--- src/logic/cache_cfg.svh ---
/*
 Address split and array sizes for the 4-way data cache.
 The fields must add up to 32 bits and CACHE_SETS must equal 2**CACHE_INDEX_BITS.
*/
`ifndef CACHE_CFG_SVH
`define CACHE_CFG_SVH

// address fields, msb to lsb
`define CACHE_TAG_BITS   24
`define CACHE_INDEX_BITS 4
`define CACHE_WORD_BITS  2
`define CACHE_BYTE_BITS  2

// array geometry
`define CACHE_WAYS       4
`define CACHE_SETS       16
`define CACHE_LINE_WORDS 4

// data path
`define CACHE_DATA_BITS  32

`endif

--- src/logic/cache_pkg.sv ---
/*
 Operation and access-width encodings plus the field types of the cache.
 mem_width_t follows the RV32I load/store funct3 values.
*/
`include "cache_cfg.svh"

package cache_pkg;

    typedef enum logic [1:0] {
        op_none  = 2'd0,
        op_load  = 2'd1,
        op_store = 2'd2,
        op_fill  = 2'd3
    } cache_op_t;

    typedef enum logic [2:0] {
        width_b  = 3'b000,
        width_h  = 3'b001,
        width_w  = 3'b010,
        width_bu = 3'b100,
        width_hu = 3'b101
    } mem_width_t;

    typedef logic [`CACHE_TAG_BITS-1:0]     tag_t;
    typedef logic [`CACHE_INDEX_BITS-1:0]   set_index_t;
    typedef logic [`CACHE_WAYS-1:0]         way_onehot_t;
    typedef logic [$clog2(`CACHE_WAYS)-1:0] way_index_t;
    typedef logic [`CACHE_DATA_BITS-1:0]    word_t;

endpackage

--- src/logic/byte_lane_unit.sv ---
/*
 Load lane extraction with RV32I extension, and store merge into the old word.
 No alignment check; a half access uses only byte_offset[1].
*/
`timescale 1ns/10ps
`include "cache_cfg.svh"

module byte_lane_unit (
    input  cache_pkg::cache_op_t        op,
    input  cache_pkg::mem_width_t       width,
    input  logic [`CACHE_BYTE_BITS-1:0] byte_offset,
    input  cache_pkg::word_t            old_word,
    input  cache_pkg::word_t            wdata,
    output cache_pkg::word_t            load_data,
    output cache_pkg::word_t            wr_word
);

    logic [7:0]       ld_byte;
    logic [15:0]      ld_half;
    cache_pkg::word_t merged;

    assign ld_byte = old_word[{byte_offset, 3'b000} +: 8];
    assign ld_half = byte_offset[1] ? old_word[31:16] : old_word[15:0];

    always_comb begin
        case (width)
            cache_pkg::width_b:  load_data = {{24{ld_byte[7]}}, ld_byte};
            cache_pkg::width_h:  load_data = {{16{ld_half[15]}}, ld_half};
            cache_pkg::width_bu: load_data = {24'b0, ld_byte};
            cache_pkg::width_hu: load_data = {16'b0, ld_half};
            default:             load_data = old_word;  // word, no extension
        endcase
    end

    // sign bit of funct3 means nothing for a store
    always_comb begin
        merged = old_word;
        case (width)
            cache_pkg::width_b, cache_pkg::width_bu: begin
                merged[{byte_offset, 3'b000} +: 8] = wdata[7:0];
            end
            cache_pkg::width_h, cache_pkg::width_hu: begin
                merged[{byte_offset[1], 4'b0000} +: 16] = wdata[15:0];
            end
            default: merged = wdata;
        endcase
    end

    assign wr_word = (op == cache_pkg::op_fill) ? wdata : merged;  // fill writes whole word

endmodule

--- config.mk ---
export PLATFORM = sky130hd
export DESIGN_NAME = byte_lane_unit
export DESIGN_NICKNAME = d
export VERILOG_FILES = /design/src/logic/cache_pkg.sv /design/src/logic/byte_lane_unit.sv
export VERILOG_INCLUDE_DIRS = /design/src /design/src/logic
export SDC_FILE = /design/constraint.sdc
export NUM_CORES = 1
export LEC_CHECK = 0
export BUFFER_PORTS_ARGS = -buffer_cell sky130_fd_sc_hd__buf_4
export CAP_MARGIN = 5
export CORE_UTILIZATION = 38
export DETAILED_ROUTE_END_ITERATION = 12
export GPL_TIMING_DRIVEN = 0
export PLACE_DENSITY_LB_ADDON = 0.3
export SLEW_MARGIN = 15
export SYNTH_ARGS = -nofsm -noshare
export SYNTH_HDL_FRONTEND = slang
export SYNTH_SLANG_ARGS = --single-unit
--- constraint.sdc ---
create_clock -name vclk -period 2.7
set_clock_uncertainty 0.2 [all_clocks]
set_input_delay 0.405 -clock vclk [all_inputs]
set_output_delay 0.405 -clock vclk [all_outputs]
set_load 0.01 [all_outputs]
==> reports/results.ini <==
[global_route]
grt_antenna_before_repair=0
grt_use_total_pct=32.52
grt_overflow_total=0
first_global_vias=2338
grt_max_degree=13
grt_pass1_wl_mm=11.55

[run]
maxCapViolCount=0

[sta]
finalMaxSlewViolations=0
fin_setup_tns_ns=0
max_freq_mhz=376.7
rsz0062_at_grt=yes
worst_pin_slew_ns=0.7308
setup_ws_ns=0.04526
hold_viol_final=0
relSlewSlack_pct=51.28
setup_violations=0
min_period_over_period_pct=98.32
period_minus_slack_ns=2.655

[floorplanning]
dieArea_um2=4638
start_util_pct=40.63
die_w_um=68.10
core-area_um2=4086
pin_count=135
rows=23
die-height_um=68.10

[cells_and_area]
clock_buffers=0
instances_no_fill=432
layout-drive-gt1-share_pct=42.41
utilization_pct=68.95
fin_nets=460
n_antenna_cell=0
register_area_um2=0
seq_cells=0
fill_cells=352
syn_to_final_growth_pct=69.71

[drt]
drtAntennaViolNets=0
vias_per_cell=6.319
post_drt_wl_per_cell_um=18.55
drc_errors=0
vias=2730
drtPass1Iterations=5
drt_iter0_drc=274
drt_wl_total_mm=8.015

[placement]
pre_cts_ws_ns=-0.5414
port_buffers=135
gp_congestion=0.9111
dp.cells=431
dp_hpwl_mm=6.109

[critical_path]
critical_path_required_ns=2.10
crit_path_start_kind=input pin
crit_chain=buf_4 > buf_6 > inv_6 > ha_2 > and3_4 > a221o_1 > a22o_1 > buf_4
critPathMaxFanout=12
arrival_ns=2.05
cpMostUsedCell=buf_4
cp_slowest_cell=ha_2
critPathMaxStageDelay_ns=0.34
crit_type=in2out
end_kind=output port

[outcome]
outcome=finished clean

[synthesis]
synth_top_area_share_pct=14.47
synthCells=246
ys.warnings.count=0
synth_area_leader_cell=a221o_1
syn_avg_cell_area_um2=6.749
netlist_area_um2=1660
synth_cell_type_count=32
yosysSeqAreaShare_pct=0
syn_nets=322
synthTopCellsByArea=a221o_1 14%, mux2i_1 14%, a22o_1 13%, a21oi_1 7.5%, nand2_1 7.5%

[pwr]
power_density_nw_per_um2=217.3
power_leakage_nw=1.425
peakVddDrop_v=0.0001262
p_total_mw=0.6122

[clock_network]
hold_buffers=0

[min_path]
hold_path.class=in2out

[path summary, 6_finish.rpt]
check	from	endpoint	slack (ns)	cells past startpoint
setup / recovery	byte_offset[1]	wr_word[22]	0.05	8
hold / removal	wdata[29]	wr_word[29]	0.91	3
[layout make-up]
class | count | area (um2) | share of cell area (%)
inverter | 6 | 27.53 | 0.9769
tap | 50 | 62.56 | 2.220
timing repair buffer | 139 | 1044 | 37.03
buffer | 20 | 105.1 | 3.730
multi-input combinational | 217 | 1579 | 56.04
[critical path: cells and delay by family]
kind | cells | cell delay, ns
AO/OA/AOI/OAI | 2 | 0.52
buffers and inverters | 4 | 0.56
adder cells (fa/ha/maj) | 1 | 0.34
AND/OR/NAND/NOR | 1 | 0.23
[synth_stat cells, drive strengths merged]
library cell and instances:
and3b 1, nand2 33, mux4 1, and2 1
nor4b 1, nor3 2, a31oi 1, mux2 1
a22o 24, a21oi 25, o41ai 1, nor2 11
o21ai 16, mux2i 23, a211oi 1, clkbuf 15
a221oi 7, buf 8, nand2b 9, nor2b 18
a221o 24, o21a 1, or2 2, o22ai 7
a21o 1, inv 5, and3 1, clkinv 1
ha 5
[timing repair]
item / in CTS / in global routing
gates cloned: 0 / 0
setup buffers: 2 / 2
gates resized for setup: 12 / 6
setup endpoints to repair: 40 / 32
pin swaps: 1 / 0
[cells in the final DEF, fill, tap and decap left out, drive strengths merged, types with 7 or more instances in the layout]
| master | netlist | routed |
|---|---|---|
| o21ai | 16 | 16 |
| nand2b | 9 | 9 |
| o22ai | 7 | 7 |
| nor2 | 11 | 11 |
| a21oi | 25 | 25 |
| nand2 | 33 | 33 |
| mux2i | 23 | 23 |
| buf | 8 | 147 |
| nor2b | 18 | 18 |
| a221oi | 7 | 7 |
| clkbuf | 15 | 12 |
| a221o | 24 | 24 |
| a22o | 24 | 24 |
[cell families (layout without fill, tap and decap cells)]
family / Yosys count / count (layout) / share of synthesized area (%)
compound gates: 108 / 108 / 48.98
fa+ha+maj: 5 / 5 / 3.768
buf+inv: 29 / 165 / 7.912
mux: 25 / 25 / 15.90
simple gates: 79 / 79 / 23.44
[per-stage QoR]
step,hold slack (ns),area [um2]
floorplan,0.7208,1668
global placement,0.9121,2744
detailed placement,0.9092,2744
CTS,0.9094,2795
global route,0.9222,2818
finish,0.9094,2818
[per-layer routing]
layer / GRT usage [%] / vias up / routed length [um]
li1: - / 1235 / -
met1: 42.33 / 1229 / 3016
met2: 54.29 / 246 / 3804
met3: 3.667 / 20 / 998
met4: 11.98 / 0 / 195
met5: 0 / - / 0
[where the power goes]
part / total, mW / leakage (nW) / internal (mW) / switching [mW]
Clock: 0 / 0 / 0 / 0
Combinational: 0.612 / 1.43 / 0.310 / 0.302
Sequential: 0 / 0 / 0 / 0
Total: 0.612 / 1.43 / 0.310 / 0.302
Note: power is estimated with default switching activity, not from simulation.
