[config.mk]
export PLATFORM = sky130hd
export DESIGN_NAME = tag_store
export DESIGN_NICKNAME = d
export VERILOG_FILES = /design/src/logic/cache_pkg.sv /design/src/logic/tag_store.sv
export VERILOG_INCLUDE_DIRS = /design/src /design/src/logic
export SDC_FILE = /design/constraint.sdc
export NUM_CORES = 2
export LEC_CHECK = 0
export BUFFER_PORTS_ARGS = -buffer_cell sky130_fd_sc_hd__buf_4
export CAP_MARGIN = 20
export CORE_MARGIN = 10
export CORE_UTILIZATION = 35
export DETAILED_ROUTE_END_ITERATION = 8
export PLACE_DENSITY = 0.55
export REMOVE_ABC_BUFFERS = 1
export SLEW_MARGIN = 10
export SYNTH_ARGS = -nofsm -noshare
export SYNTH_HDL_FRONTEND = slang
export SYNTH_SLANG_ARGS = --single-unit
[constraint.sdc]
create_clock -name clk -period 5.9 [get_ports clk]
set_input_delay 1.475 -clock clk [delete_from_list [all_inputs] [get_ports clk]]
set_output_delay 1.475 -clock clk [all_outputs]
set_load 0.01 [all_outputs]
[src/logic/cache_cfg.svh]
/*
 Address split and array sizes for the 4-way data cache.
 The fields must add up to 32 bits and CACHE_SETS must equal 2**CACHE_INDEX_BITS.
*/
`ifndef CACHE_CFG_SVH
`define CACHE_CFG_SVH

// address fields, msb to lsb
`define CACHE_TAG_BITS   24
`define CACHE_INDEX_BITS 4
`define CACHE_WORD_BITS  2
`define CACHE_BYTE_BITS  2

// array geometry
`define CACHE_WAYS       4
`define CACHE_SETS       16
`define CACHE_LINE_WORDS 4

// data path
`define CACHE_DATA_BITS  32

`endif

[src/logic/cache_pkg.sv]
/*
 Operation and access-width encodings plus the field types of the cache.
 mem_width_t follows the RV32I load/store funct3 values.
*/
`include "cache_cfg.svh"

package cache_pkg;

    typedef enum logic [1:0] {
        op_none  = 2'd0,
        op_load  = 2'd1,
        op_store = 2'd2,
        op_fill  = 2'd3
    } cache_op_t;

    typedef enum logic [2:0] {
        width_b  = 3'b000,
        width_h  = 3'b001,
        width_w  = 3'b010,
        width_bu = 3'b100,
        width_hu = 3'b101
    } mem_width_t;

    typedef logic [`CACHE_TAG_BITS-1:0]     tag_t;
    typedef logic [`CACHE_INDEX_BITS-1:0]   set_index_t;
    typedef logic [`CACHE_WAYS-1:0]         way_onehot_t;
    typedef logic [$clog2(`CACHE_WAYS)-1:0] way_index_t;
    typedef logic [`CACHE_DATA_BITS-1:0]    word_t;

endpackage

[src/logic/tag_store.sv]
/*
 Tag, valid and dirty arrays with a compare on every way of the indexed set.
 Reset clears valid and dirty only; tags stay undefined until filled.
*/
`timescale 1ns/10ps
`include "cache_cfg.svh"

module tag_store (
    input  logic                   clk,
    input  logic                   reset,
    input  cache_pkg::set_index_t  set_index,
    input  cache_pkg::tag_t        addr_tag,
    input  cache_pkg::way_index_t  target_way,
    input  logic                   tag_we,
    input  logic                   dirty_set,
    output cache_pkg::way_onehot_t hit_ways,
    output cache_pkg::way_onehot_t valid_ways,
    output logic                   sel_valid,
    output logic                   sel_dirty,
    output cache_pkg::tag_t        sel_tag
);

    cache_pkg::tag_t        tag_mem [`CACHE_SETS-1:0][`CACHE_WAYS-1:0];
    cache_pkg::way_onehot_t valid_q [`CACHE_SETS-1:0];
    cache_pkg::way_onehot_t dirty_q [`CACHE_SETS-1:0];
    cache_pkg::way_onehot_t dirty_ways;

    assign valid_ways = valid_q[set_index];
    assign dirty_ways = dirty_q[set_index];

    for (genvar w = 0; w < `CACHE_WAYS; w++) begin : g_cmp
        assign hit_ways[w] = valid_ways[w] && (tag_mem[set_index][w] == addr_tag);
    end

    // fields of the way being hit or replaced
    assign sel_valid = valid_ways[target_way];
    assign sel_dirty = dirty_ways[target_way];
    assign sel_tag   = tag_mem[set_index][target_way];

    always_ff @(posedge clk) begin
        if (tag_we) begin
            tag_mem[set_index][target_way] <= addr_tag;
        end
    end

    always_ff @(posedge clk) begin
        if (reset) begin
            for (int s = 0; s < `CACHE_SETS; s++) begin
                valid_q[s] <= '0;
                dirty_q[s] <= '0;
            end
        end else begin
            if (tag_we) begin  // fill, line now clean
                valid_q[set_index][target_way] <= 1'b1;
                dirty_q[set_index][target_way] <= 1'b0;
            end
            if (dirty_set) begin
                dirty_q[set_index][target_way] <= 1'b1;
            end
        end
    end

endmodule

==> metrics.txt <==
CTS Buf Count=168; area share of fa/ha/maj cells after synthesis=0%; Area Overhead vs Synth=20.6%; # DRC=0; Pre-Repair DR Iteration Count=6; vias=about 39000; worst-path cell chain=buf_16, buf_12, nor2_4, buf_6, a22oi_1, o21ai_1, xnor2_1, o32ai_2, buf_4, o221ai_2, a2111oi_4, buf_4, buf_6; Yosys cell types=81; critical path's largest stage delay=~550 ps; main combinational cell family by area after synthesis=multiplexers; full die area=about 210000 sq um; WL met1=roughly 90 mm; initial antenna violation count=14; Yosys top cell by area=edfxtp_1; hold_ws=458 ps; dpl cells=6622; WHS Endpoint=valid_q[0][3]; CTS clock-pin slew for the worst setup and hold paths=approximately 60 ps; simple-gate share of the synthesized area=around 4%; DIE WIDTH=roughly 460 um; Final WS setup=-30.6 ps; gr usage total=20.3%; total of warnings raised by yosys=0; largest net degree at the start of global routing=~80; placer's final routability congestion estimate=approximately 0.9; core area=between 150000 and 200000 sq um; register area share after synthesis=between 70% and 80%; Wirelength per Cell=32.2 um; peak supply drop=roughly 0.00024 V; Final Instance Area=around 83000 sq um; RSZ-0062 raised after global routing=true; CP Class=primary input to output port; top cells by count, synth=1600 x edfxtp_1, 364 x mux4_2, 347 x nor2_1, 269 x mux2i_1, 136 x nand2_1; grt ovf=0; number of global-route vias before repair=~39000; Hold WC Path Type=flip-flop to flip-flop; failing checks=negative setup slack; detailed placement HPWL=~140 mm; Bufs and invs on worst path=6; average cell area after synthesis=18.8 sq um; clock skew=0 ps; multiplexer area fraction after synthesis=~17%; Final ANT Viol Nets=0; synth top area cells=edfxtp_1 70%, mux4_2 12%, mux2i_1 3.9%; Final min period=roughly 5900 ps; Post-synth EDFFs=1600; final worst path period share=101%; Worst R2R Path Depth=2; FMAX=169 MHz; area of placed instances=roughly 76000 sq um; Top Metal Used=met5; Critical Path Slowest Stage Cell=a2111oi_4; Worst Tran Pin Value=approximately 1100 ps; global-route wire length before repair=312 mm; Hold Fails Final Rpt=0; Place WS=-620 ps; Critical Path RT=about 4400 ps; ys flop type=edfxtp_1; routed length on met3=around 18 mm; hold path start=valid_q[0][3]; status=finished, violations left; wire length on met2=around 110 mm; Pins Over Slew Limit=0; Sink Count=1664; count leader, synth=edfxtp_1; I/O Buffers=67; CP startpoint kind=primary input; Rows=about 160; Cells after Synth=between 3000 and 4000; TritonCTS clock tree=yes; setup violators final=1; Routed WL=approximately 230 mm; reg2reg start=valid_q[10][3]; Layout Cells excl Fill=around 7000; Via density=roughly 5.6; I/O pin count=just under 70; CP Max Fanout=22; Crit. End Element=output port; Lkg Pwr=0.0277 uW; nets=4287; Post-Synthesis Cell Area=68900 sq um; Power Density=313 nW/um^2; Synth Area in XOR/XNOR=1.16%; FFs w/ async S/R, synth=0%; Compound-Gate Fraction of Synth Area=3.47%; Worst Path Arrival=between 4000 and 5000 ps; clock buffer depth=3; max-cap violations=0; FF+latch count, synth=between 1500 and 2000; Hold Crit Depth=2; Die Y=between 400 and 500 um; Reg2Reg Setup Slack=about 5300 ps; H-tree depth=4; Slew Limit Headroom=a little under a quarter; Critical path origin=set_index[3]; layout cells sized above 1=about 32%; R2R Path End=valid_q[10][3]; cell family with most CP delay=compound AO/OA/AOI/OAI gates; Iter 0 DRT Violations=5083; share of the synthesized area in the top cell type=a little over two thirds; Initial Util=between 30% and 40%; root buffer cell=clkbuf_16; Worst-Skew Late Latency=810 ps
[kinds of logic after synthesis]
logic type | Yosys count
flip-flops | 1664
AO/OA/AOI/OAI | 335
AND/OR/NAND/NOR | 631
buffers and inverters | 252
XOR/XNOR | 91
multiplexers | 688
[cell type report]
type                            instances  area (sq um)
Inverter                               25           106
Tap cell                             2624          3280
Sequential cell                      1664         49300
Clock inverter                         85           734
Fill cell                           17300        112000
Antenna cell                            4          10.0
Timing Repair Buffer                  649          6290
Clock buffer                          226          4630
Multi-Input combinational cell       1745         18700
[registers in the layout, summed over array words and instances, names as in the netlist]
signal   flops
valid_q     64
dirty_q     64
tag_mem   1536
[worst reg2reg max path, cell delays in order, from the launching register on]
cell,delay (ps)
dfxtp_1,310
nor2_1,120
nor2_1,50
[layout by cell type (no fill, tap or decap), types with 11 or more instances in the layout]
cell type  count
nand2_1      136
or3_1         68
nor2_4        45
dfxtp_1       64
inv_1         16
bufinv_16     11
buf_16        23
a211oi_1      20
buf_4        539
o22ai_1       32
nor2_1       278
nand3_1       12
o211ai_1      26
xnor2_1       71
a22oi_1       28
a21oi_1       49
o21ai_0       39
buf_12        54
mux4_1        24
clkbuf_16    179
edfxtp_1    1600
xor2_1        15
buf_6         19
a31oi_1       16
nor2_2        24
mux4_2       364
nor3_1        11
clkinv_2      28
clkbuf_1      45
clkinv_1      35
mux2_2        24
mux2i_1      254
a221oi_1      20
[worst max-delay path by stage]
stage / endpoint / slack, ps / cells past startpoint
final: hit_ways[3] / -30 / 13
after global routing: hit_ways[3] / -30 / 14
after CTS: hit_ways[3] / -20 / 13
after detailed placement: hit_ways[3] / -620 / 14
after global placement: hit_ways[3] / -640 / 14
after floorplan: hit_ways[0] / -70 / 7
[metrics by stage]
step                      utilization (%)  power (uW)  TNS [ps]
after floorplan                         -       14100     -71.3
after global placement               38.8       15500     -2210
after detailed placement             38.8       15500     -2240
after CTS                            42.3       26100     -46.6
after global routing                 42.5       26700     -50.7
final                                42.5       26000     -30.6
[timing repair]
action                     CTS  global route
resized for setup          107            51
pin swaps                   20            22
setup buffers               55            15
hold buffers                 0             0
setup endpoints to repair    7             4
gates cloned                10             4
[power by group]
group	internal (uW)	total (uW)	leakage [uW]	switching, uW
combinational	975	2410	0.0101	1440
clock	5990	10500	0.00262	4530
sequential	13000	13100	0.0149	24.8
[routing by layer]
layer  up-vias  GRT usage, %
li1      16100             -
met1     21000          27.5
met2      1827          32.5
met3       403          4.19
met4        10          7.29
met5         -             0
Power figures use the tool's default switching activity.
