==> config.mk <==
export PLATFORM = sky130hd
export DESIGN_NAME = cache_ctrl
export DESIGN_NICKNAME = d
export VERILOG_FILES = /design/src/logic/cache_pkg.sv /design/src/logic/cache_ctrl.sv
export VERILOG_INCLUDE_DIRS = /design/src /design/src/logic
export SDC_FILE = /design/constraint.sdc
export NUM_CORES = 1
export LEC_CHECK = 0
export BUFFER_PORTS_ARGS = -buffer_cell sky130_fd_sc_hd__buf_2
export CAP_MARGIN = 40
export CORE_UTILIZATION = 39
export CTS_CLUSTER_SIZE = 24
export DETAILED_ROUTE_END_ITERATION = 6
export GPL_TIMING_DRIVEN = 0
export PLACE_DENSITY = 0.79
export SYNTH_ARGS = -nofsm -noshare
export SYNTH_HDL_FRONTEND = slang
export SYNTH_SLANG_ARGS = --single-unit
==> constraint.sdc <==
create_clock -name clk -period 2.9 [get_ports clk]
set_clock_uncertainty 0.05 [all_clocks]
set_input_delay 0.29 -clock clk [delete_from_list [all_inputs] [get_ports clk]]
set_output_delay 0.29 -clock clk [all_outputs]
set_load 0.1 [all_outputs]
==> src/logic/cache_cfg.svh <==
/*
 Address split and array sizes for the 4-way data cache.
 The fields must add up to 32 bits and CACHE_SETS must equal 2**CACHE_INDEX_BITS.
*/
`ifndef CACHE_CFG_SVH
`define CACHE_CFG_SVH

// address fields, msb to lsb
`define CACHE_TAG_BITS   24
`define CACHE_INDEX_BITS 4
`define CACHE_WORD_BITS  2
`define CACHE_BYTE_BITS  2

// array geometry
`define CACHE_WAYS       4
`define CACHE_SETS       16
`define CACHE_LINE_WORDS 4

// data path
`define CACHE_DATA_BITS  32

`endif

==> src/logic/cache_pkg.sv <==
/*
 Operation and access-width encodings plus the field types of the cache.
 mem_width_t follows the RV32I load/store funct3 values.
*/
`include "cache_cfg.svh"

package cache_pkg;

    typedef enum logic [1:0] {
        op_none  = 2'd0,
        op_load  = 2'd1,
        op_store = 2'd2,
        op_fill  = 2'd3
    } cache_op_t;

    typedef enum logic [2:0] {
        width_b  = 3'b000,
        width_h  = 3'b001,
        width_w  = 3'b010,
        width_bu = 3'b100,
        width_hu = 3'b101
    } mem_width_t;

    typedef logic [`CACHE_TAG_BITS-1:0]     tag_t;
    typedef logic [`CACHE_INDEX_BITS-1:0]   set_index_t;
    typedef logic [`CACHE_WAYS-1:0]         way_onehot_t;
    typedef logic [$clog2(`CACHE_WAYS)-1:0] way_index_t;
    typedef logic [`CACHE_DATA_BITS-1:0]    word_t;

endpackage

==> src/logic/cache_ctrl.sv <==
/*
 Decodes the request against the lookup result and drives the array enables.
 Holds the only response register. Funct3 values outside RV32I do no load or store.
*/
`timescale 1ns/10ps
`include "cache_cfg.svh"

module cache_ctrl (
    input  logic                   clk,
    input  logic                   reset,
    input  cache_pkg::cache_op_t   op,
    input  cache_pkg::mem_width_t  width,
    input  cache_pkg::way_onehot_t hit_ways,
    input  cache_pkg::way_index_t  victim_way,
    input  logic                   sel_valid,
    input  logic                   sel_dirty,
    input  cache_pkg::tag_t        sel_tag,
    input  cache_pkg::word_t       load_data,
    output cache_pkg::way_index_t  target_way,
    output logic                   tag_we,
    output logic                   data_we,
    output logic                   dirty_set,
    output logic                   touch,
    output logic                   rsp_valid,
    output logic                   hit,
    output logic                   victim_valid,
    output logic                   victim_dirty,
    output cache_pkg::word_t       rdata,
    output cache_pkg::tag_t        victim_tag
);

    logic                  any_hit;
    logic                  width_ok;
    logic                  load_hit;
    logic                  store_hit;
    logic                  is_fill;
    cache_pkg::way_index_t hit_way;

    // one-hot to index, hit_ways has at most one bit set
    always_comb begin
        hit_way = '0;
        for (int i = 0; i < `CACHE_WAYS; i++) begin
            if (hit_ways[i]) hit_way = cache_pkg::way_index_t'(i);
        end
    end

    assign any_hit  = |hit_ways;
    assign width_ok = width inside {cache_pkg::width_b, cache_pkg::width_h, cache_pkg::width_w,
                                    cache_pkg::width_bu, cache_pkg::width_hu};

    assign is_fill   = (op == cache_pkg::op_fill);
    assign load_hit  = (op == cache_pkg::op_load) && any_hit && width_ok;
    assign store_hit = (op == cache_pkg::op_store) && any_hit && width_ok;

    assign target_way = any_hit ? hit_way : victim_way;  // victim only on miss
    assign tag_we     = is_fill;
    assign data_we    = store_hit || is_fill;
    assign dirty_set  = store_hit;
    assign touch      = load_hit || store_hit || is_fill;  // misses leave tree alone

    always_ff @(posedge clk) begin
        if (reset) begin
            rsp_valid <= 1'b0;
        end else begin
            rsp_valid <= (op != cache_pkg::op_none);
        end
    end

    // response payload, state seen before this edge's update
    always_ff @(posedge clk) begin
        hit          <= any_hit;
        rdata        <= load_hit ? load_data : '0;
        victim_valid <= sel_valid;
        victim_dirty <= sel_dirty;
        victim_tag   <= sel_tag;
    end

endmodule

==> run_results.csv <==
group,metric,value,unit
finish,layout-drive-gt1-share,56.1,%
critical_path,worst-setup-path-type,"in2out",
power,power,2.22,mW
floorplan,floorplan.initialDensity,41.8,%
place,post-place-cells,298,
floorplan,std_cell_rows,22,
floorplan,die_area,4270,um2
global_routing,first_global_vias,1456,
place,io_buffers,136,
critical_path,critical_path.max_fanout,3,
global_routing,grt_remaining_overflow,0,
sta,rsz_0062_raised_after_global_routing,"no",
global_routing,grt_start_max_net_pins,11,
finish,antenna_cells_inserted,0,
place,finalWeightedCongestion,0.701,
clock_tree,max-clock-path-buffers,2,
synth,synth.cell_area,1570,um2
floorplan,die_h,65.4,um
critical_path,slowest_delay,0.51,ns
drt,initialDrtViolationCount,11,
critical_path,worst-endpoint-arrival,1.74,ns
critical_path,critical-path-slowest-cell,"sky130_fd_sc_hd__nor4_2",
sta,slew-limit-headroom,65.4,%
global_routing,grt_use_met1,13.8,%
power,cell_internal_pwr,1.57,mW
critical_path,critical_path_cell_count,5,
global_routing,grt_antenna_before_repair,0,
critical_path,setup.worst_path.start_class,"input pin",
sta,hold_ws,0.0149,ns
clock_tree,clkTransAtPathRegs,0.06,ns
floorplan,placeableCoreArea,3740,um2
global_routing,use_met2,39.3,%
sta,fin_tns_setup,0,ns
synth,ys_seq_area_share,76.7,%
sta,layout_min_cycle_time,2.08,ns
finish,layout.cells.non_filler,328,
power,p_leak,1.42,nW
synth,post_syn_nets,185,
critical_path,worst-path-buf-inv,2,
sta,timing.final.crit_share,71.8,%
drt,antenna_violating_nets_post_route,0,
clock_tree,cts_root_buffer,"sky130_fd_sc_hd__clkbuf_8",
critical_path,cp_common_cell,"sky130_fd_sc_hd__buf_2",
synth,register_bit_count_reported_by_yosys,60,
power,clock_power_share,41.3,%
hold_path,min_path_type,"in2reg",
global_routing,track_usage,19.5,%
floorplan,floorplan.io_pins,137,
power,power-per-cell-area,822,nW/um2
critical_path,cp_cell_sequence,"buf_2 -> nor4_2 -> a21oi_1 -> maj3_1 -> buf_2",
place,preCtsSetupSlack,0.795,ns
drt,detail_route.drc_violations,0,
power,power_switching,0.651,mW
sta,final_hold_violating_endpoints,0,
critical_path,cell_type_group_with_the_largest_total_delay_on_the_critical_path,"simple AND/OR/NAND/NOR gates",
power,seqPwrFrac,39.2,%
critical_path,crit_required,2.56,ns
drt,drtPass1Iterations,3,
sta,finalMaxSlewViolations,0,
drt,routed_wl,3950,um
synth,synth.avg_cell_area,13.7,um2
hold_path,hold_path_depth,1,
synth,yosys_warnings,0,
global_routing,grt_first_pass_wirelength,5880,um
global_routing,globalRoute.busiestLayer,"met2",
critical_path,crit_start,"hit_ways[1]",
drt,vias,1383,
clock_tree,postCtsSetupRepairBufs,0,
floorplan,die_width,65.4,um
clock_tree,cts_sinks,60,
place,place.detailed.hpwl,2980,um
synth,count_of_different_cell_masters_after_synthesis,14,
drt,wire_per_inst,12.0,um
critical_path,setup.worst_path.end_class,"primary output",
global_routing,met3_global_route_usage,9.72,%
power,comb_power_share,19.5,%
run_status,outcome,"finished, final reports clean",
finish,num-nets-final,346,
clock_tree,clock_tree_from_tritoncts,"done",
hold_path,startpoint_of_the_worst_hold_path,"sel_tag[12]",
run,max_cap_violations,0,
sta,fin_ws,0.816,ns
drt,route.detailed.vias_per_inst,4.22,
power,sw_frac_of_total,29.4,%
clock_tree,tritoncts.num_buffers,9,
finish,area_growth,72.3,%
hold_path,hold_critical_path_endpoint,"victim_tag[12]",
sta,finalSetupViolations,0,
power,ir_drop_worst_vdd,0.000483,V
clock_tree,ctsHtreeMaxLevel,3,
synth,synth_cells,114,
sta,worstMarginPinSlew,0.515,ns
sta,max_clock_freq,0.480,GHz
[repair_timing]
action / in CTS / in global routing
gates resized for setup: 0 / 0
endpoints found under the hold margin: 13 / 1
hold buffers: 13 / 1
[layer usage]
layer,wire (um),part of all wire (%)
met3,410,10
met4,84,2.1
met1,1220,31
met5,0,0
met2,2230,57
[cells by family (layout without fill, tap and decap cells)]
group	Yosys count	in the layout	synth area share, %
buf+inv	6	172	2.88
compound gates	5	5	3.36
simple gates	42	42	16.4
fa+ha+maj	1	1	0.640
flops	60	60	76.7
[how the worst max path moves through the flow]
stage | end
floorplan | target_way[0]
global placement | touch
detailed placement | touch
CTS | touch
global route | touch
finish | touch
[state kept, by name, indices dropped and copies added (netlist names)]
signal and cells:
rdata 32, victim_tag 24, hit 1, rsp_valid 1
victim_dirty 1, victim_valid 1
[through the flow]
step | util [%] | instance area, um2
2_1_floorplan | - | 1570
3_3_place_gp | 61.6 | 2310
3_5_place_dp | 61.6 | 2310
4_1_cts | 71.8 | 2690
5_1_grt | 72.0 | 2700
6_report | 72.0 | 2700
[cell usage after synthesis]
cell type,count,area [um2]
sky130_fd_sc_hd__buf_6,3,33.8
sky130_fd_sc_hd__and3_1,1,6.26
sky130_fd_sc_hd__o21bai_1,1,7.51
sky130_fd_sc_hd__a21oi_1,2,10.0
sky130_fd_sc_hd__inv_1,3,11.3
sky130_fd_sc_hd__dfxtp_1,60,1200
sky130_fd_sc_hd__and2_1,33,206
sky130_fd_sc_hd__maj3_1,1,10.0
sky130_fd_sc_hd__nor4_2,1,12.5
sky130_fd_sc_hd__nand2_1,2,7.51
sky130_fd_sc_hd__a2111oi_4,1,27.5
sky130_fd_sc_hd__o21a_1,1,7.51
sky130_fd_sc_hd__nor2_1,4,15.0
sky130_fd_sc_hd__or2_4,1,8.76
[power by group through the flow]
stage,Combinational (mW),Sequential [mW],Clock [mW]
floorplan,0.0681,1.14,0
global placement,0.416,0.884,0
detailed placement,0.420,0.887,0
CTS,0.434,0.869,0.934
global route,0.447,0.871,0.973
finish,0.433,0.869,0.914
[placed cells by master (no fill, tap or decap), drive strengths merged]
master,instances
a2111oi,1
nand2,2
maj3,1
o21a,1
dlygate4sd3,14
dfxtp,60
clkbuf,12
and2,33
nor4,1
buf,139
nor2,4
o21bai,1
a21oi,2
clkinv,1
bufinv,3
or2,1
inv,3
and3,1
[layout make-up]
| type | instances | area, um2 |
|---|---|---|
| tap | 48 | 60.1 |
| buffer | 3 | 33.8 |
| timing repair buffer | 150 | 821 |
| multi-input combinational | 48 | 319 |
| sequential | 60 | 1200 |
| clock buffer | 12 | 155 |
| clock inverter | 4 | 95.1 |
| fill | 281 | 1050 |
| inverter | 3 | 11.3 |
(Power assumes the default switching activity.)
