**src/logic/cache_cfg.svh**
```systemverilog
/*
 Address split and array sizes for the 4-way data cache.
 The fields must add up to 32 bits and CACHE_SETS must equal 2**CACHE_INDEX_BITS.
*/
`ifndef CACHE_CFG_SVH
`define CACHE_CFG_SVH

// address fields, msb to lsb
`define CACHE_TAG_BITS   24
`define CACHE_INDEX_BITS 4
`define CACHE_WORD_BITS  2
`define CACHE_BYTE_BITS  2

// array geometry
`define CACHE_WAYS       4
`define CACHE_SETS       16
`define CACHE_LINE_WORDS 4

// data path
`define CACHE_DATA_BITS  32

`endif

```
**src/logic/cache_pkg.sv**
```systemverilog
/*
 Operation and access-width encodings plus the field types of the cache.
 mem_width_t follows the RV32I load/store funct3 values.
*/
`include "cache_cfg.svh"

package cache_pkg;

    typedef enum logic [1:0] {
        op_none  = 2'd0,
        op_load  = 2'd1,
        op_store = 2'd2,
        op_fill  = 2'd3
    } cache_op_t;

    typedef enum logic [2:0] {
        width_b  = 3'b000,
        width_h  = 3'b001,
        width_w  = 3'b010,
        width_bu = 3'b100,
        width_hu = 3'b101
    } mem_width_t;

    typedef logic [`CACHE_TAG_BITS-1:0]     tag_t;
    typedef logic [`CACHE_INDEX_BITS-1:0]   set_index_t;
    typedef logic [`CACHE_WAYS-1:0]         way_onehot_t;
    typedef logic [$clog2(`CACHE_WAYS)-1:0] way_index_t;
    typedef logic [`CACHE_DATA_BITS-1:0]    word_t;

endpackage

```
**src/logic/plru_tree.sv**
```systemverilog
/*
 Tree pseudo-LRU, 3 bits per set. bit 0 picks the pair, bit 2 ways 0/1, bit 1 ways 2/3.
 An invalid way always wins over the tree, lowest number first.
*/
`timescale 1ns/10ps
`include "cache_cfg.svh"

module plru_tree (
    input  logic                   clk,
    input  logic                   reset,
    input  cache_pkg::set_index_t  set_index,
    input  cache_pkg::way_onehot_t valid_ways,
    input  logic                   touch,
    input  cache_pkg::way_index_t  target_way,
    output cache_pkg::way_index_t  victim_way
);

    logic [2:0] tree_q [`CACHE_SETS-1:0];
    logic [2:0] tree;
    logic [2:0] tree_next;

    assign tree = tree_q[set_index];

    always_comb begin
        if (&valid_ways) begin
            if (!tree[0]) begin
                victim_way = tree[2] ? 2'd1 : 2'd0;
            end else begin
                victim_way = tree[1] ? 2'd3 : 2'd2;
            end
        end else begin
            victim_way = '0;
            for (int i = `CACHE_WAYS - 1; i >= 0; i--) begin
                if (!valid_ways[i]) victim_way = cache_pkg::way_index_t'(i);
            end
        end
    end

    // point every level on the path away from the accessed way
    always_comb begin
        tree_next    = tree;
        tree_next[0] = ~target_way[1];
        if (target_way[1]) begin
            tree_next[1] = ~target_way[0];
        end else begin
            tree_next[2] = ~target_way[0];
        end
    end

    always_ff @(posedge clk) begin
        if (reset) begin
            for (int s = 0; s < `CACHE_SETS; s++) begin
                tree_q[s] <= '0;
            end
        end else if (touch) begin
            tree_q[set_index] <= tree_next;
        end
    end

endmodule

```
**config.mk**
```make
export PLATFORM = sky130hd
export DESIGN_NAME = plru_tree
export DESIGN_NICKNAME = d
export VERILOG_FILES = /design/src/logic/cache_pkg.sv /design/src/logic/plru_tree.sv
export VERILOG_INCLUDE_DIRS = /design/src /design/src/logic
export SDC_FILE = /design/constraint.sdc
export NUM_CORES = 1
export LEC_CHECK = 0
export BUFFER_PORTS_ARGS = -buffer_cell sky130_fd_sc_hd__buf_2
export CAP_MARGIN = 20
export CORE_MARGIN = 5
export CORE_UTILIZATION = 54
export CTS_BUF_LIST = sky130_fd_sc_hd__clkbuf_4 sky130_fd_sc_hd__clkbuf_8 sky130_fd_sc_hd__clkbuf_16
export CTS_CLUSTER_DIAMETER = 150
export DETAILED_ROUTE_END_ITERATION = 10
export PLACE_DENSITY = 0.86
export SYNTH_ARGS = -nofsm -noshare
export SYNTH_HDL_FRONTEND = slang
export SYNTH_SLANG_ARGS = --single-unit
```
**constraint.sdc**
```tcl
create_clock -name clk -period 1.9 [get_ports clk]
set_input_delay 0.19 -clock clk [delete_from_list [all_inputs] [get_ports clk]]
set_output_delay 0.19 -clock clk [all_outputs]
set_load 0.1 [all_outputs]
```
==> results of run 1 <==
==> power by group through the flow <==
stage                     logic, mW  registers [mW]  clock network (mW)
after floorplan               0.200            1.24                   0
after global placement        0.280            1.25                   0
after detailed placement      0.293            1.25                   0
after CTS                     0.341            1.23               0.592
after global routing          0.360            1.23               0.656
final                         0.339            1.23               0.591
==> worst reg2reg max path, cell delays in order, from the launching register on <==
cell	delay (ps)
edfxtp_1	410
mux4_2	500
a22oi_2	250
nand2_2	100
buf_6	130
a21oi_4	160
buf_6	140
buf_16	120
nor2_1	40
==> cell families (layout without fill, tap and decap cells) <==
kind of cell | after synthesis | in the layout | share of synthesized area [%]
flip-flops | 48 | 48 | 60.8
AND/OR/NAND/NOR | 95 | 95 | 17.7
AO/OA/AOI/OAI | 10 | 10 | 3.64
buffers and inverters | 13 | 45 | 3.53
multiplexers | 14 | 14 | 14.3
==> cell usage in the layout (no fill, tap or decap), drive strengths merged <==
cell type  Yosys  routed
nor2          51      51
edfxtp        48      48
buf            5      35
nand2         21      21
nand2b        16      16
mux4          12      12
clkbuf         6       7
a22oi          6       6
nor2b          3       3
inv            2       2
mux2i          2       2
and2           1       1
o21ai          1       1
a31oi          1       1
and3b          1       1
and3           1       1
nor3b          1       1
a41oi          1       1
a21oi          1       1
clkinv         0       1
==> what timing repair did <==
item / CTS / global route
pin swaps: 5 / 3
endpoints found under the hold margin: 0 / 0
endpoints found under the setup margin: 34 / 34
resized for setup: 21 / 5
gates cloned: 1 / 0
setup buffers: 2 / 1
==> layout make-up <==
type                            instances  area (sq um)  area share (%)
Sequential cell                        48          1440            52.0
Clock buffer                            7          83.8            3.02
Multi-Input combinational cell        119           871            31.4
Inverter                                2          7.51           0.271
Tap cell                               52          65.1            2.35
Clock inverter                          1          3.75           0.135
Timing Repair Buffer                   35           299            10.8
==> metrics by stage <==
stage,hold WS (ps),utilization [%],cells
global placement,712,60.9,254
finish,401,64.5,264
global route,419,64.5,264
detailed placement,721,60.9,254
floorplan,463,-,180
CTS,413,64.8,265
==> metal layers <==
layer  up-vias  GRT usage, %  part of all wire [%]
li1        706             -                     -
met1       761          23.3                    37
met3        13          5.56                   8.5
met4         0          8.39                   2.3
met2        93          33.6                    53
met5         -             0                     0
==> final timing paths <==
kind                  from  cells past startpoint  slack [ps]             to
max           tree_q[9][2]                      6        -380  victim_way[0]
max reg2reg   tree_q[9][2]                      8        -200   tree_q[0][2]
min          target_way[1]                      2         400   tree_q[7][0]
min reg2reg  tree_q[14][2]                      7        1210  tree_q[10][2]
==> impl_metrics.py, run 1 <==
metrics = {
    "status": {
        "status": "complete, but fails checks",
        "failed_checks": "setup timing",
    },
    "clock_tree": {
        "clock_tree.buffer_depth": 2,
        "cts.reportedPaths.clkPinSlew_ps": 80,
        "insertion_delay_ps": 300,
        "cts_htree_levels": 2,
        "cts-root-buf": "clkbuf_8",
        "total_of_hold_buffers_inserted_after_clock_tree_synthesis": 0,
        "tritoncts.num_buffers": 5,
        "tritoncts": "done",
        "clock-sinks": 48,
    },
    "critical_path": {
        "timing.critical_path.slowest_cell_delay_ps": 500,
        "startpoint_type": "flop",
        "required_ps": 1710,
        "biggest_fanout_along_the_worst_timing_path": 2,
        "worst-setup-path-type": "flop to output pin",
        "worstPathCellList": "mux4_2 -> a22oi_2 -> nand2_2 -> mux2i_2 -> a31oi_4 -> buf_12",
        "critical_path.endpoint_type": "output pin",
        "worst-endpoint-arrival_ps": 2090,
        "timing.critical_path.buf_inv": 1,
        "critPathSlowestCell": "mux4_2",
        "timing.critical_path.max_delay_family": "multiplexers",
    },
    "route": {
        "via_per_inst": 5.96,
        "route.detailed.drc": 0,
        "postRouteWirelength_microns": 5270,
        "drt_first_pass_iters": 4,
        "drt_first_iter_violations": 182,
        "route.vias.total": 1573,
        "route.detailed.wl_per_inst_microns": 20.0,
        "detail-route-antenna-nets": 0,
    },
    "pwr": {
        "p_sw_share_pct": 23.7,
        "internal_pwr_total_mw": 1.65,
        "power.share.clock_pct": 27.4,
        "total_leakage_power_nw": 1.02,
        "power_switching_uw": 510,
        "power.combinational.fraction_pct": 15.7,
        "report.power.total_mw": 2.16,
        "irDropWorstVdd_mv": 0.347,
        "power.sequential.fraction_pct": 56.9,
        "powerDensity_nw_per_um2": 778,
    },
    "sta": {
        "finalHoldViolations": 0,
        "finClkSkew_ps": 9.72,
        "timing.final.setup_violations": 34,
        "final_period_demand_of_the_worst_path_ps": 2280,
        "max_freq_ghz": 0.438,
        "grt_setup_unrepaired": "yes",
        "setup_ws_ps": -384,
        "timing.final.crit_share_pct": 120,
        "slew_headroom_pct": 68.3,
        "timing.setup.tns_ps": -4180,
        "maxSlewViolCount": 0,
        "max_slew.worst_pin.slew_ps": 474,
    },
    "layout": {
        "fillCellCount": 279,
        "diodes": 0,
        "layout-drive-gt1-share_pct": 32.1,
        "finish.instance_area_sq_um": 2770,
        "top_register": "tree_q",
        "layout-area-overhead-vs-synth_pct": 16.8,
        "flip_flop_count_of_the_largest_register_after_layout": 48,
        "largest_registers": "tree_q x48",
        "nets": 224,
    },
    "synthesis": {
        "synth_top_flop_cell": "edfxtp_1",
        "synth_sequential_area_ratio_pct": 60.8,
        "post-synth-top-count-cell": "nor2_1",
        "number_of_enable_type_register_cells_in_the_synthesized_netlist": 48,
        "syn-num-nets": 193,
        "synthCells": 180,
        "count_of_distinct_cell_types_in_the_synthesized_netlist": 25,
        "synth.top_cell.area_share_pct": 60.8,
        "proportion_of_synthesized_flip_flops_having_asynchronous_set_or_reset_pct": 0,
        "synth_warnings": 0,
        "yosys-top-cells-area": "edfxtp_1, mux4_1, nor2_1",
        "synthesis.area_per_instance_sq_um": 13.2,
        "ys_top_cells_by_count": "nor2_1, edfxtp_1, nand2_1",
        "ys_ff_latch": 48,
        "netlist.top_cell.by_area": "edfxtp_1",
        "mappedNetlistArea_sq_um": 2370,
    },
    "global_routing": {
        "overflow": 0,
        "antenna_found_initial": 0,
        "grt_usage_pct": 19.7,
        "grt_first_pass_wirelength_microns": 8690,
        "first_global_vias": 1655,
        "grt_max_degree": 20,
    },
    "floorplanning": {
        "die_area_sq_um": 5820,
        "fp.coreArea_sq_um": 4290,
        "floorplan.die.height_microns": 76.3,
        "rows": 24,
        "top_level_ports": 15,
        "start_util_pct": 55.2,
        "chipWidth_microns": 76.3,
    },
    "worst_hold_path": {
        "hold_class": "input pin to flop",
    },
    "placed_design": {
        "place.detailed.hpwl_microns": 3480,
        "placement.cell_area_sq_um": 2620,
        "place.gp.congestion": 0.828,
        "pre_cts_slack_ps": -487,
        "io_buffer_count": 14,
    },
    "flow_run": {
        "cap_violations": 0,
    },
}
No activity file was read; power rests on OpenSTA's default activity.
==> inputs of run 2 (changes only) <==
--- a/config.mk
+++ b/config.mk
@@ -8,12 +8,13 @@
 export LEC_CHECK = 0
 export BUFFER_PORTS_ARGS = -buffer_cell sky130_fd_sc_hd__buf_2
 export CAP_MARGIN = 20
-export CORE_MARGIN = 5
+export CORE_MARGIN = 8
 export CORE_UTILIZATION = 54
 export CTS_BUF_LIST = sky130_fd_sc_hd__clkbuf_4 sky130_fd_sc_hd__clkbuf_8 sky130_fd_sc_hd__clkbuf_16
 export CTS_CLUSTER_DIAMETER = 150
 export DETAILED_ROUTE_END_ITERATION = 10
 export PLACE_DENSITY = 0.86
+export RECOVER_POWER = 100
 export SYNTH_ARGS = -nofsm -noshare
 export SYNTH_HDL_FRONTEND = slang
 export SYNTH_SLANG_ARGS = --single-unit
==> impl_metrics.py, run 2 (synthesized netlist as in run 1, its figures left out) <==
metrics = {
    "route": {
        "detail-route-antenna-nets": 0,
        "postRouteWirelength_microns": 5210,
        "via_per_inst": 5.97,
        "drt_first_iter_violations": 209,
        "drt_first_pass_iters": 4,
        "route.detailed.drc": 0,
        "route.vias.total": 1571,
        "route.detailed.wl_per_inst_microns": 19.8,
    },
    "sta": {
        "timing.final.crit_share_pct": 118,
        "timing.final.setup_violations": 18,
        "max_slew.worst_pin.slew_ps": 713,
        "setup_ws_ps": -337,
        "timing.setup.tns_ps": -2120,
        "finClkSkew_ps": 17.0,
        "max_freq_ghz": 0.447,
        "maxSlewViolCount": 0,
        "finalHoldViolations": 0,
        "grt_setup_unrepaired": "yes",
        "final_period_demand_of_the_worst_path_ps": 2240,
        "slew_headroom_pct": 52.5,
    },
    "global_routing": {
        "grt_usage_pct": 16.4,
        "overflow": 0,
        "antenna_found_initial": 0,
        "first_global_vias": 1553,
        "grt_max_degree": 17,
        "grt_first_pass_wirelength_microns": 8030,
    },
    "critical_path": {
        "biggest_fanout_along_the_worst_timing_path": 2,
        "required_ps": 1710,
        "worstPathCellList": "mux4_2 -> a22oi_2 -> nand2_1 -> mux2i_2 -> a31oi_4 -> buf_12",
        "startpoint_type": "flop",
        "critPathSlowestCell": "mux4_2",
        "worst-endpoint-arrival_ps": 2050,
        "rrSetupSlack_ps": -130,
        "reg2reg_depth": 7,
        "timing.critical_path.max_delay_family": "multiplexers",
        "critical_path.endpoint_type": "output pin",
        "regToRegStartpoint": "tree_q[2][2]",
        "worst_r2r_endpoint": "tree_q[9][2]",
        "timing.critical_path.buf_inv": 1,
        "worst-setup-path-type": "flop to output pin",
        "timing.critical_path.slowest_cell_delay_ps": 490,
    },
    "floorplanning": {
        "start_util_pct": 55.2,
        "chipWidth_microns": 82.3,
        "die_area_sq_um": 6770,
        "top_level_ports": 15,
        "rows": 24,
        "fp.coreArea_sq_um": 4290,
        "floorplan.die.height_microns": 82.3,
    },
    "clock_tree": {
        "insertion_delay_ps": 300,
        "total_of_hold_buffers_inserted_after_clock_tree_synthesis": 0,
        "cts_htree_levels": 2,
        "tritoncts": "done",
        "tritoncts.num_buffers": 5,
        "cts-root-buf": "clkbuf_8",
        "cts.reportedPaths.clkPinSlew_ps": 90,
        "clock-sinks": 48,
        "clock_tree.buffer_depth": 2,
    },
    "status": {
        "failed_checks": "setup timing",
        "status": "complete, but fails checks",
    },
    "flow_run": {
        "cap_violations": 0,
    },
    "layout": {
        "layout_commonest_cell": "edfxtp_1",
        "layout-drive-gt1-share_pct": 33.6,
        "largest_registers": "tree_q x48",
        "sequential_cell_area_sq_um": 1440,
        "fillCellCount": 324,
        "area_of_combinational_cells_with_multiple_inputs_sq_um": 913,
        "top_register": "tree_q",
        "flip_flop_count_of_the_largest_register_after_layout": 48,
        "diodes": 0,
        "nets": 223,
        "final_cell_mix": "edfxtp_1, nor2_1, nand2_1, nand2b_1",
        "finish.instance_area_sq_um": 2790,
        "layout-area-overhead-vs-synth_pct": 17.4,
    },
    "worst_hold_path": {
        "hold_class": "input pin to flop",
        "min-delay-start": "target_way[1]",
        "hold_path_depth": 2,
        "timing.hold.worst_endpoint": "tree_q[15][0]",
    },
    "placed_design": {
        "pre_cts_slack_ps": -366,
        "io_buffer_count": 14,
        "placement.cell_area_sq_um": 2610,
        "place.gp.congestion": 0.836,
        "place.detailed.hpwl_microns": 3850,
    },
    "pwr": {
        "powerDensity_nw_per_um2": 817,
        "total_leakage_power_nw": 0.999,
        "irDropWorstVdd_mv": 0.601,
    },
}
-- run 2: cell count changes in the layout (fill, tap and decap cells not counted), moves of 2 or more --
| cell | change |
|---|---|
| clkbuf_1 | +6 |
| mux4_2 | -2 |
| buf_4 | -6 |
| nor2_4 | +2 |
| mux4_1 | +2 |
| nor2_2 | +10 |
| nor2_1 | -12 |
-- run 2: worst max path at each step --
stage                    endpoint  depth (start not counted)     startpoint
detailed placement  victim_way[0]                          7   set_index[0]
global placement    victim_way[0]                          7   set_index[0]
CTS                 victim_way[0]                          6  tree_q[10][0]
floorplan           victim_way[0]                          7   set_index[0]
global route        victim_way[0]                          6   tree_q[0][0]
finish              victim_way[0]                          6  tree_q[10][0]
-- run 2: area by class of cell --
| class | instances | share of cell area, % |
|---|---|---|
| sequential | 48 | 51.8 |
| multi-input combinational | 119 | 32.8 |
| timing repair buffer | 34 | 8.85 |
| clock buffer | 6 | 2.74 |
| tap | 52 | 2.34 |
| clock inverter | 2 | 1.26 |
| inverter | 2 | 0.270 |
-- run 2: report_power, final --
group	switching [mW]	leakage (nW)	total, mW	internal [mW]
registers	0.0185	0.483	1.23	1.21
logic	0.182	0.457	0.320	0.138
clock network	0.324	0.0586	0.728	0.405
total	0.524	0.999	2.28	1.75
-- run 2: stage by stage --
stage                     hold slack, ps  utilization (%)  total power [mW]  cells
after detailed placement             601             60.7              1.53    254
after CTS                            285             64.0              2.26    264
after floorplan                      463                -              1.44    180
after global routing                 287             64.9              2.35    263
final                                291             64.9              2.28    263
after global placement               592             60.7              1.52    254
-- run 2: timing repair --
item	4_1_cts	5_1_grt
hold endpoints to repair	0	0
buffers inserted	3	0
endpoints found under the setup margin	13	34
resized for setup	8	27
pin swaps	5	2
-- run 2: metal layers --
layer | up-vias | part of all wire, % | GRT usage [%]
li1 | 701 | - | -
met1 | 795 | 39 | 19.6
met2 | 64 | 52 | 27.4
met3 | 11 | 6.6 | 3.79
met4 | 0 | 2.1 | 7.89
met5 | - | 0 | 0
-- run 2: worst register-to-register path, cell delays in order, from the launching register on --
cell and delay (ps):
edfxtp_1 420, mux4_2 490, a22oi_2 200, nand2_2 90, buf_6 130, a21oi_4 220
buf_8 190, nor2_2 50
